### src/source/dlc_cfg_pkg.sv
/*
  Register map and configuration field types of the level-crossing encoder.
  Imported by the register file, the encoder and the top level.
*/
package dlc_cfg_pkg;

  // Register port geometry
  localparam int REG_ADDR_W = 4;
  localparam int REG_DATA_W = 16;

  // Word addresses
  localparam logic [REG_ADDR_W-1:0] ADDR_LOG_WL    = 4'd0;  // log2 of level width
  localparam logic [REG_ADDR_W-1:0] ADDR_DLVL_BITS = 4'd1;  // Delta-level field size
  localparam logic [REG_ADDR_W-1:0] ADDR_DLVL_FMT  = 4'd2;  // 1 = two's complement
  localparam logic [REG_ADDR_W-1:0] ADDR_DT_MASK   = 4'd3;  // Delta-time saturation mask

  // Field types
  typedef logic [3:0] log_wl_t;     // Arithmetic shift amount on samples
  typedef logic [3:0] dlvl_bits_t;  // Number of delta-level bits in a packet

  // Reset values
  localparam log_wl_t                 LOG_WL_RST    = 4'd0;
  localparam dlvl_bits_t              DLVL_BITS_RST = 4'd4;
  localparam logic                    DLVL_FMT_RST  = 1'b0;  // Sign-magnitude
  localparam logic [REG_DATA_W-1:0]   DT_MASK_RST   = 16'h00FF;

  // The delta-level mask is derived in the encoder from DLVL_BITS

endpackage

### src/source/dlc_data_pkg.sv
/*
  Sample, level and packet types plus FIFO sizing and the encoder state type.
*/
package dlc_data_pkg;

  localparam int SAMPLE_W = 16;

  typedef logic signed [SAMPLE_W-1:0] sample_t;  // Raw input sample
  typedef logic signed [15:0]         level_t;   // Sample after level quantization
  typedef logic [15:0]                packet_t;  // Encoded output word

  // FIFO sizing, shared by input and output FIFOs
  localparam int FIFO_DEPTH = 4;
  localparam int FIFO_PTR_W = (FIFO_DEPTH > 1) ? $clog2(FIFO_DEPTH) : 1;
  localparam int FIFO_CNT_W = $clog2(FIFO_DEPTH + 1);

  // Encoder FSM
  typedef enum logic [1:0] {
    DLC_RUN,       // Consume samples, push fitting crossings
    DLC_DLVL_OVF,  // Emit chunks of an oversized delta-level
    DLC_DT_OVF     // Emit one filler packet for a saturated delta-time
  } dlc_state_t;

endpackage

### src/source/dlc_fifo.sv
/*
  Synchronous circular-buffer FIFO, not fall-through; payload set by type parameter.
  Pushes while full and pops while empty are ignored.
*/
`timescale 1ns/1ps

module dlc_fifo
  import dlc_data_pkg::*;
#(
  parameter type payload_t = sample_t
) (
  input  logic     clk_i,
  input  logic     rst_ni,
  input  logic     push_i,
  input  payload_t data_i,
  input  logic     pop_i,
  output payload_t data_o,
  output logic     full_o,
  output logic     empty_o
);

  payload_t                mem [FIFO_DEPTH];  // Storage, no reset
  logic [FIFO_PTR_W-1:0]   wr_ptr_q;
  logic [FIFO_PTR_W-1:0]   rd_ptr_q;
  logic [FIFO_CNT_W-1:0]   cnt_q;             // Entries held
  logic                    push_ok;
  logic                    pop_ok;

  assign push_ok = push_i && !full_o;   // Drop push when full
  assign pop_ok  = pop_i && !empty_o;   // Ignore pop when empty

  always_ff @(posedge clk_i) begin
    if (push_ok) begin
      mem[wr_ptr_q] <= data_i;
    end
  end

  always_ff @(posedge clk_i or negedge rst_ni) begin
    if (!rst_ni) begin
      wr_ptr_q <= '0;
      rd_ptr_q <= '0;
      cnt_q    <= '0;
    end else begin
      if (push_ok) begin  // Wrap at depth
        wr_ptr_q <= (wr_ptr_q == FIFO_PTR_W'(FIFO_DEPTH - 1)) ? '0 : wr_ptr_q + 1'b1;
      end
      if (pop_ok) begin
        rd_ptr_q <= (rd_ptr_q == FIFO_PTR_W'(FIFO_DEPTH - 1)) ? '0 : rd_ptr_q + 1'b1;
      end
      // Simultaneous push and pop keep the count
      if (push_ok && !pop_ok) begin
        cnt_q <= cnt_q + 1'b1;
      end else if (pop_ok && !push_ok) begin
        cnt_q <= cnt_q - 1'b1;
      end
    end
  end

  assign data_o  = mem[rd_ptr_q];                        // Head entry
  assign full_o  = (cnt_q == FIFO_CNT_W'(FIFO_DEPTH));
  assign empty_o = (cnt_q == '0);

endmodule

### src/source/dlc_regs.sv
/*
  Configuration registers of the encoder behind a single-cycle register port.
  Writes land on the clock edge; reads are combinational from the address.
*/
`timescale 1ns/1ps

module dlc_regs
  import dlc_cfg_pkg::*;
(
  input  logic                  clk_i,
  input  logic                  rst_ni,
  // Register port
  input  logic                  reg_valid_i,
  input  logic                  reg_write_i,
  input  logic [REG_ADDR_W-1:0] reg_addr_i,
  input  logic [REG_DATA_W-1:0] reg_wdata_i,
  output logic [REG_DATA_W-1:0] reg_rdata_o,
  // Configuration towards the encoder
  output log_wl_t               cfg_log_wl_o,
  output dlvl_bits_t            cfg_dlvl_bits_o,
  output logic                  cfg_twos_comp_o,
  output logic [15:0]           cfg_dt_mask_o
);

  log_wl_t                 log_wl_q;
  dlvl_bits_t              dlvl_bits_q;
  logic                    twos_comp_q;   // 0 = sign-magnitude
  logic [REG_DATA_W-1:0]   dt_mask_q;
  logic                    wr_en;

  assign wr_en = reg_valid_i && reg_write_i;

  // Write decode, unmapped addresses ignored
  always_ff @(posedge clk_i or negedge rst_ni) begin
    if (!rst_ni) begin
      log_wl_q    <= LOG_WL_RST;
      dlvl_bits_q <= DLVL_BITS_RST;
      twos_comp_q <= DLVL_FMT_RST;
      dt_mask_q   <= DT_MASK_RST;
    end else if (wr_en) begin
      case (reg_addr_i)
        ADDR_LOG_WL:    log_wl_q    <= reg_wdata_i[$bits(log_wl_t)-1:0];
        ADDR_DLVL_BITS: dlvl_bits_q <= reg_wdata_i[$bits(dlvl_bits_t)-1:0];
        ADDR_DLVL_FMT:  twos_comp_q <= reg_wdata_i[0];
        ADDR_DT_MASK:   dt_mask_q   <= reg_wdata_i;
        default: ;
      endcase
    end
  end

  // Read mux, narrow fields zero-extended
  always_comb begin
    case (reg_addr_i)
      ADDR_LOG_WL:    reg_rdata_o = REG_DATA_W'(log_wl_q);
      ADDR_DLVL_BITS: reg_rdata_o = REG_DATA_W'(dlvl_bits_q);
      ADDR_DLVL_FMT:  reg_rdata_o = REG_DATA_W'(twos_comp_q);
      ADDR_DT_MASK:   reg_rdata_o = dt_mask_q;
      default:        reg_rdata_o = '0;  // Unmapped reads zero
    endcase
  end

  assign cfg_log_wl_o    = log_wl_q;
  assign cfg_dlvl_bits_o = dlvl_bits_q;
  assign cfg_twos_comp_o = twos_comp_q;
  assign cfg_dt_mask_o   = dt_mask_q;

endmodule

### src/source/dlc_encoder.sv
/*
  Level-crossing encoder core: pops samples, tracks level and delta-time,
  splits oversized delta-levels and emits fillers on delta-time saturation.
*/
`timescale 1ns/1ps

module dlc_encoder
  import dlc_cfg_pkg::*;
  import dlc_data_pkg::*;
(
  input  logic        clk_i,
  input  logic        rst_ni,
  // Input FIFO side
  input  sample_t     sample_i,
  input  logic        sample_empty_i,
  output logic        sample_pop_o,
  // Output FIFO side
  input  logic        pkt_full_i,
  output logic        pkt_push_o,
  output packet_t     pkt_o,
  // Configuration
  input  log_wl_t     cfg_log_wl_i,
  input  dlvl_bits_t  cfg_dlvl_bits_i,
  input  logic        cfg_twos_comp_i,
  input  logic [15:0] cfg_dt_mask_i
);

  dlc_state_t         state_q, state_d;
  level_t             curr_lvl_q;      // Level of last crossing
  level_t             din_lvl;         // Level of head sample
  logic [15:0]        dt_cnt_q;        // Samples since last packet
  logic [15:0]        ovf_cnt_q;       // Magnitude left to send while splitting
  logic               dir_q;           // Held direction of a split, 1 = down
  logic [15:0]        dlvl_mask;
  logic signed [16:0] sub_a, sub_b;
  logic signed [16:0] sub_res;         // Shared subtractor result
  logic signed [16:0] sub_neg;
  logic               dir;
  logic [15:0]        dlvl_abs;
  logic               xing;            // Head sample changes level
  logic               fits;            // Delta-level fits its field
  logic               last_chunk;      // Remainder at most one mask
  logic [15:0]        dt_out;
  logic [15:0]        dlvl_out;
  logic               dir_out;
  logic [16:0]        upper;           // Fields above the delta-level
  logic [16:0]        pkt_wide;

  // All ones over the configured delta-level width
  assign dlvl_mask = ~(16'hFFFF << cfg_dlvl_bits_i);

  assign din_lvl = sample_i >>> cfg_log_wl_i;  // Arithmetic, keeps sign

  // Pop only in RUN with room downstream
  assign sample_pop_o = (state_q == DLC_RUN) && !sample_empty_i && !pkt_full_i;

  // One subtractor: level difference in RUN, down-count while splitting
  always_comb begin
    if (state_q == DLC_DLVL_OVF) begin
      sub_a = {1'b0, ovf_cnt_q};
      sub_b = {1'b0, dlvl_mask};
    end else if (sample_pop_o) begin
      sub_a = {din_lvl[15], din_lvl};   // Sign extend so extremes cannot wrap
      sub_b = {curr_lvl_q[15], curr_lvl_q};
    end else begin
      sub_a = '0;
      sub_b = '0;
    end
  end

  assign sub_res = sub_a - sub_b;
  assign sub_neg = -sub_res;

  assign dir        = sub_res[16];                            // Downward step
  assign dlvl_abs   = dir ? sub_neg[15:0] : sub_res[15:0];
  assign xing       = sample_pop_o && (sub_res != '0);
  assign fits       = (dlvl_abs & ~dlvl_mask) == '0;
  assign last_chunk = sub_res[16] || (sub_res == '0);         // ovf_cnt <= mask

  // Push decision
  always_comb begin
    case (state_q)
      DLC_RUN:      pkt_push_o = xing && fits;  // Pop already implies room
      DLC_DLVL_OVF: pkt_push_o = !pkt_full_i;
      DLC_DT_OVF:   pkt_push_o = !pkt_full_i;
      default:      pkt_push_o = 1'b0;
    endcase
  end

  // Next state
  always_comb begin
    state_d = state_q;
    case (state_q)
      DLC_RUN: begin
        if (xing && !fits) begin
          state_d = DLC_DLVL_OVF;                               // Start split
        end else if (sample_pop_o && !xing && (dt_cnt_q == cfg_dt_mask_i)) begin
          state_d = DLC_DT_OVF;                                 // Counter saturated
        end
      end
      DLC_DLVL_OVF: if (!pkt_full_i && last_chunk) state_d = DLC_RUN;
      DLC_DT_OVF:   if (!pkt_full_i) state_d = DLC_RUN;
      default:      state_d = DLC_RUN;
    endcase
  end

  always_ff @(posedge clk_i or negedge rst_ni) begin
    if (!rst_ni) begin
      state_q    <= DLC_RUN;
      curr_lvl_q <= '0;
      dt_cnt_q   <= '0;
      ovf_cnt_q  <= '0;
      dir_q      <= 1'b0;
    end else begin
      state_q <= state_d;
      if (xing) begin
        curr_lvl_q <= din_lvl;  // Split crossings also move the level
      end
      // Delta-time counter
      if (state_q == DLC_RUN && sample_pop_o) begin
        if (xing && fits) begin
          dt_cnt_q <= 16'd1;
        end else if (!xing) begin
          dt_cnt_q <= dt_cnt_q + 16'd1;
        end
      end else if (state_q == DLC_DLVL_OVF && !pkt_full_i) begin
        dt_cnt_q <= last_chunk ? 16'd1 : 16'd0;  // Later chunks carry zero
      end else if (state_q == DLC_DT_OVF && !pkt_full_i) begin
        dt_cnt_q <= 16'd1;
      end
      // Split bookkeeping
      if (xing && !fits) begin
        ovf_cnt_q <= dlvl_abs;
        dir_q     <= dir;
      end else if (state_q == DLC_DLVL_OVF && !pkt_full_i && !last_chunk) begin
        ovf_cnt_q <= sub_res[15:0];
      end
    end
  end

  // Packet fields per state
  always_comb begin
    case (state_q)
      DLC_DLVL_OVF: begin
        dt_out   = dt_cnt_q;
        dlvl_out = last_chunk ? ovf_cnt_q : dlvl_mask;  // Magnitude in both formats
        dir_out  = dir_q;
      end
      DLC_DT_OVF: begin
        dt_out   = cfg_dt_mask_i;  // Filler
        dlvl_out = '0;
        dir_out  = 1'b0;
      end
      default: begin
        dt_out   = dt_cnt_q;
        dlvl_out = cfg_twos_comp_i ? sub_res[15:0] : dlvl_abs;
        dir_out  = dir;
      end
    endcase
  end

  // Two's complement: dt above field; sign-magnitude: dt, dir, magnitude
  assign upper    = cfg_twos_comp_i ? {1'b0, dt_out} : {dt_out, dir_out};
  assign pkt_wide = (upper << cfg_dlvl_bits_i) | {1'b0, dlvl_out & dlvl_mask};
  assign pkt_o    = pkt_wide[15:0];  // Truncate to packet width

endmodule

### src/source/dlc_top.sv
/*
  Level-crossing encoder top: register file, input sample FIFO, encoder and
  output packet FIFO. Host, source and sink connect through loose ports.
*/
`timescale 1ns/1ps

module dlc_top
  import dlc_cfg_pkg::*;
  import dlc_data_pkg::*;
(
  input  logic                  clk_i,
  input  logic                  rst_ni,
  // Register port
  input  logic                  reg_valid_i,
  input  logic                  reg_write_i,
  input  logic [REG_ADDR_W-1:0] reg_addr_i,
  input  logic [REG_DATA_W-1:0] reg_wdata_i,
  output logic [REG_DATA_W-1:0] reg_rdata_o,
  // Sample stream in
  input  logic                  in_push_i,
  input  sample_t               in_data_i,
  output logic                  in_full_o,
  // Packet stream out
  input  logic                  out_pop_i,
  output packet_t               out_data_o,
  output logic                  out_empty_o
);

  log_wl_t     cfg_log_wl;
  dlvl_bits_t  cfg_dlvl_bits;
  logic        cfg_twos_comp;
  logic [15:0] cfg_dt_mask;
  sample_t     sample;        // Input FIFO head
  logic        sample_empty;
  logic        sample_pop;
  packet_t     pkt;
  logic        pkt_push;
  logic        pkt_full;

  dlc_regs u_regs (
    .clk_i           (clk_i),
    .rst_ni          (rst_ni),
    .reg_valid_i     (reg_valid_i),
    .reg_write_i     (reg_write_i),
    .reg_addr_i      (reg_addr_i),
    .reg_wdata_i     (reg_wdata_i),
    .reg_rdata_o     (reg_rdata_o),
    .cfg_log_wl_o    (cfg_log_wl),
    .cfg_dlvl_bits_o (cfg_dlvl_bits),
    .cfg_twos_comp_o (cfg_twos_comp),
    .cfg_dt_mask_o   (cfg_dt_mask)
  );

  dlc_fifo #(.payload_t(sample_t)) u_in_fifo (
    .clk_i   (clk_i),
    .rst_ni  (rst_ni),
    .push_i  (in_push_i),
    .data_i  (in_data_i),
    .pop_i   (sample_pop),
    .data_o  (sample),
    .full_o  (in_full_o),
    .empty_o (sample_empty)
  );

  dlc_encoder u_encoder (
    .clk_i           (clk_i),
    .rst_ni          (rst_ni),
    .sample_i        (sample),
    .sample_empty_i  (sample_empty),
    .sample_pop_o    (sample_pop),
    .pkt_full_i      (pkt_full),
    .pkt_push_o      (pkt_push),
    .pkt_o           (pkt),
    .cfg_log_wl_i    (cfg_log_wl),
    .cfg_dlvl_bits_i (cfg_dlvl_bits),
    .cfg_twos_comp_i (cfg_twos_comp),
    .cfg_dt_mask_i   (cfg_dt_mask)
  );

  dlc_fifo #(.payload_t(packet_t)) u_out_fifo (
    .clk_i   (clk_i),
    .rst_ni  (rst_ni),
    .push_i  (pkt_push),
    .data_i  (pkt),
    .pop_i   (out_pop_i),
    .data_o  (out_data_o),
    .full_o  (pkt_full),
    .empty_o (out_empty_o)
  );

endmodule

### config.mk
export PLATFORM = sky130hd
export DESIGN_NAME = dlc_top
export DESIGN_NICKNAME = d
export VERILOG_FILES = /design/src/source/dlc_cfg_pkg.sv /design/src/source/dlc_data_pkg.sv /design/src/source/dlc_fifo.sv /design/src/source/dlc_regs.sv /design/src/source/dlc_encoder.sv /design/src/source/dlc_top.sv
export SDC_FILE = /design/constraint.sdc
export NUM_CORES = 1
export LEC_CHECK = 0
export BUFFER_PORTS_ARGS = -buffer_cell sky130_fd_sc_hd__buf_2
export CAP_MARGIN = 20
export CORE_AREA = 3 3 158 160
export DETAILED_ROUTE_END_ITERATION = 6
export DIE_AREA = 0 0 161 163
export PLACE_DENSITY_LB_ADDON = 0.2
export SYNTH_ARGS = -nofsm -noshare
export SYNTH_HDL_FRONTEND = slang
export SYNTH_SLANG_ARGS = --single-unit
### constraint.sdc
create_clock -name clk_i -period 8.1 [get_ports clk_i]
set_input_delay 0 -clock clk_i [delete_from_list [all_inputs] [get_ports clk_i]]
set_output_delay 0 -clock clk_i [all_outputs]
set_load 0.03 [all_outputs]
==> flow_summary.json <==
{
  "status": "completed",
  "firstDrtPassIters": 5,
  "coreArea_mm2": 0.02354,
  "rsz0062_at_grt": "no",
  "crit_type": "reg2reg",
  "syn2layout_area_growth_pct": 12.46,
  "antenna_left": 0,
  "final_cell_mix": "nand2_1, edfxtp_1, o21ai_0, nor2_1, a21oi_1",
  "io_buffers": 75,
  "worstPathRequired_ns": 8.54,
  "rows": 56,
  "end_kind": "register",
  "via_per_inst": 6.602,
  "die_h_um": 163,
  "place.gp.congestion": 0.9843,
  "slowest_delay_ns": 0.81,
  "cts.sinks": 218,
  "diodes": 0,
  "grtUsageTotal": 0.3091,
  "hold_viol": 0,
  "dp_hpwl_um": 27580,
  "reg2reg_from": "u_in_fifo.rd_ptr_q[1]",
  "start_kind": "register",
  "clockBufferDepth": 3,
  "vias": 11817,
  "ys_ff_latch": 218,
  "synth-warning-count": 0,
  "grt_antenna_before_repair": 0,
  "htreeDepth": 1,
  "slew_headroom": 0.2453,
  "max_freq_ghz": 0.1355,
  "ys_seq_area_frac": 0.4333,
  "async_reset_ff_frac": 0.4128,
  "wirelength_um": 40190,
  "dp_worst_setup_slack_ns": 0.8423,
  "initial_core_util": 0.5987,
  "tightest_slew_ns": 1.123,
  "timing.final.crit_share": 0.9113,
  "grt_pass1_vias": 11623,
  "synth_cells": 1378,
  "critPathLaunch": "u_in_fifo.rd_ptr_q[1]",
  "hp-class": "in2reg",
  "die_w_um": 161,
  "synth_edf_count": 128,
  "maxSlewViolCount": 0,
  "cts_tree": "done",
  "drv_cap": 0,
  "drive_above_1_share": 0.1869,
  "design_area_mm2": 0.01585,
  "tns_ns": 0,
  "placed_area_mm2": 0.01468,
  "drcViolationCount": 0,
  "layout_commonest_cell": "nand2_1",
  "synth_cell_types": 100,
  "critPathMaxFanout": 18,
  "ys_dominant_reg_cell": "edfxtp_1",
  "grt_max_degree": 77,
  "num-fill-cells": 1815,
  "worst_slack_ns": 0.7185,
  "drt_iter0_markers": 1174,
  "crit_path_frequent_cell": "xor2_1",
  "numCtsBuffers": 23,
  "setup_viol": 0,
  "avgSynthCellArea_um2": 10.23,
  "clkLatencyLatePin_ns": 0.53,
  "skew_ns": 0.03062,
  "cts.clk_slew.worst_paths_ns": 0.06,
  "io_pins": 76,
  "critPathSlowestCell": "dfrtp_1",
  "grt_remaining_overflow": 0,
  "dieArea_mm2": 0.02624,
  "grt_pass1_wl_um": 64640,
  "wl_per_cell_um": 22.45,
  "syn_nets": 1457,
  "netlist_area_mm2": 0.01409,
  "final_core_util": 0.6733,
  "cts_resized": 0,
  "final_nets": 1533,
  "cp_data_arrival_time_ns": 7.82,
  "min_from": "reg_addr_i[0]",
  "period_minus_slack_ns": 7.381,
  "cts_root_buffer": "clkbuf_16"
}
[registers in the layout, indices dropped and copies added (netlist names), 2 cells and up]
name                    cells
u_out_fifo.mem             64
u_regs.cfg_dt_mask_o       16
u_in_fifo.cnt_q             3
u_encoder.state_q           2
u_in_fifo.rd_ptr_q          2
u_out_fifo.wr_ptr_q         2
u_in_fifo.mem              64
u_out_fifo.cnt_q            3
u_regs.cfg_dlvl_bits_o      4
u_out_fifo.rd_ptr_q         2
u_regs.cfg_log_wl_o         4
u_encoder.curr_lvl_q       16
u_encoder.ovf_cnt_q        16
u_encoder.dt_cnt_q         16
u_in_fifo.wr_ptr_q          2
[layout make-up]
class | count | area [um2] | area share
multi-input combinational | 1042 | 7510 | 0.4738
clock inverter | 13 | 140.1 | 0.008840
timing repair buffer | 138 | 970.9 | 0.06125
tap | 319 | 399.1 | 0.02518
inverter | 31 | 116.4 | 0.007341
sequential | 218 | 6107 | 0.3853
clock buffer | 29 | 608.1 | 0.03836
[cells by family (layout without fill, tap and decap cells)]
group                      count (synthesis)  after routing  synth area share
buffers and inverters                    118            211           0.03524
and+or+nand+nor                          452            452            0.1551
xor gates and xnor gates                  45             45           0.02850
AOI/OAI and AO/OA                        377            377            0.1786
muxes                                    131            131            0.1348
adders and majority gates                 37             37           0.03444
DFF                                      218            218            0.4333
[worst max-delay path, delay by kind of cell, from the launching register on]
kind	cells	cell delay [ns]
XOR/XNOR	3	0.55
multiplexers	3	0.77
flip-flops	1	0.81
AND/OR/NAND/NOR	8	2.43
AO/OA/AOI/OAI	7	1.38
adder cells (fa/ha/maj)	4	1.26
buffers and inverters	1	0.06
[final timing paths]
kind	to	slack, ns	cells past startpoint
worst max-delay path	u_out_fifo.cnt_q[2]	0.72	26
worst min-delay path	u_regs.cfg_twos_comp_o	0.13	3
worst max register to register	u_out_fifo.cnt_q[2]	0.72	26
worst min register to register	u_encoder.curr_lvl_q[5]	0.48	2
max in group asynchronous	u_encoder.ovf_cnt_q[11]	6.82	3
min in group asynchronous	u_encoder.curr_lvl_q[6]	0.33	3
[synth_stat cells, types with 5 or more instances]
master      n  area share
nand2_1   158       0.042
edfxtp_1  128        0.27
o21ai_0   113       0.040
nor2_1    102       0.027
a21oi_1    84       0.030
dfrtp_1    81        0.14
clkbuf_1   57       0.015
and3_1     47       0.021
mux2_2     43       0.034
mux2i_1    41       0.029
mux4_2     41       0.066
ha_1       34       0.030
xnor2_1    30       0.019
inv_1      29      0.0077
nand3_1    29       0.010
nor3_1     26      0.0092
a31oi_1    19      0.0084
nand2b_1   17      0.0075
buf_2      16      0.0057
a41oi_1    15      0.0093
o211ai_1   15      0.0080
xor2_1     14      0.0087
and2_1     11      0.0049
or3_1      11      0.0049
a21o_1     10      0.0053
dfstp_2     9       0.017
o21a_1      9      0.0048
o221ai_1    9      0.0056
buf_1       8      0.0021
or2_2       8      0.0036
a211oi_1    7      0.0037
o22ai_1     7      0.0031
nor2b_1     6      0.0027
nor3b_1     6      0.0032
o211a_1     6      0.0043
o21ai_1     6      0.0021
a211o_1     5      0.0031
a22o_1      5      0.0031
nand4_1     5      0.0022
o31a_1      5      0.0031
[routing by layer]
layer | track usage | routed length (um) | share of wire | vias to the layer above
met1 | 0.4334 | 16970 | 0.42 | 5774
met4 | 0.1122 | 1678 | 0.042 | 0
met3 | 0.04298 | 2921 | 0.073 | 116
met5 | 0 | 0 | 0 | -
met2 | 0.4975 | 18630 | 0.46 | 579
li1 | - | - | - | 5348
[what timing repair did]
| item | in CTS | in global routing |
|---|---|---|
| hold buffers | 40 | 0 |
| endpoints found under the hold margin | 107 | 0 |
| buffers inserted | 0 | 0 |
[metrics by stage]
stage | cells | hold WS (ns)
global placement | 1706 | -0.1039
global route | 1790 | 0.1663
detailed placement | 1707 | -0.1025
floorplan | 1378 | -0.2956
CTS | 1789 | 0.08529
finish | 1790 | 0.1308
Power is left out: the tool's default activity adds up to more than one toggle a clock period on the data nets, which glitch-free logic cannot reach.
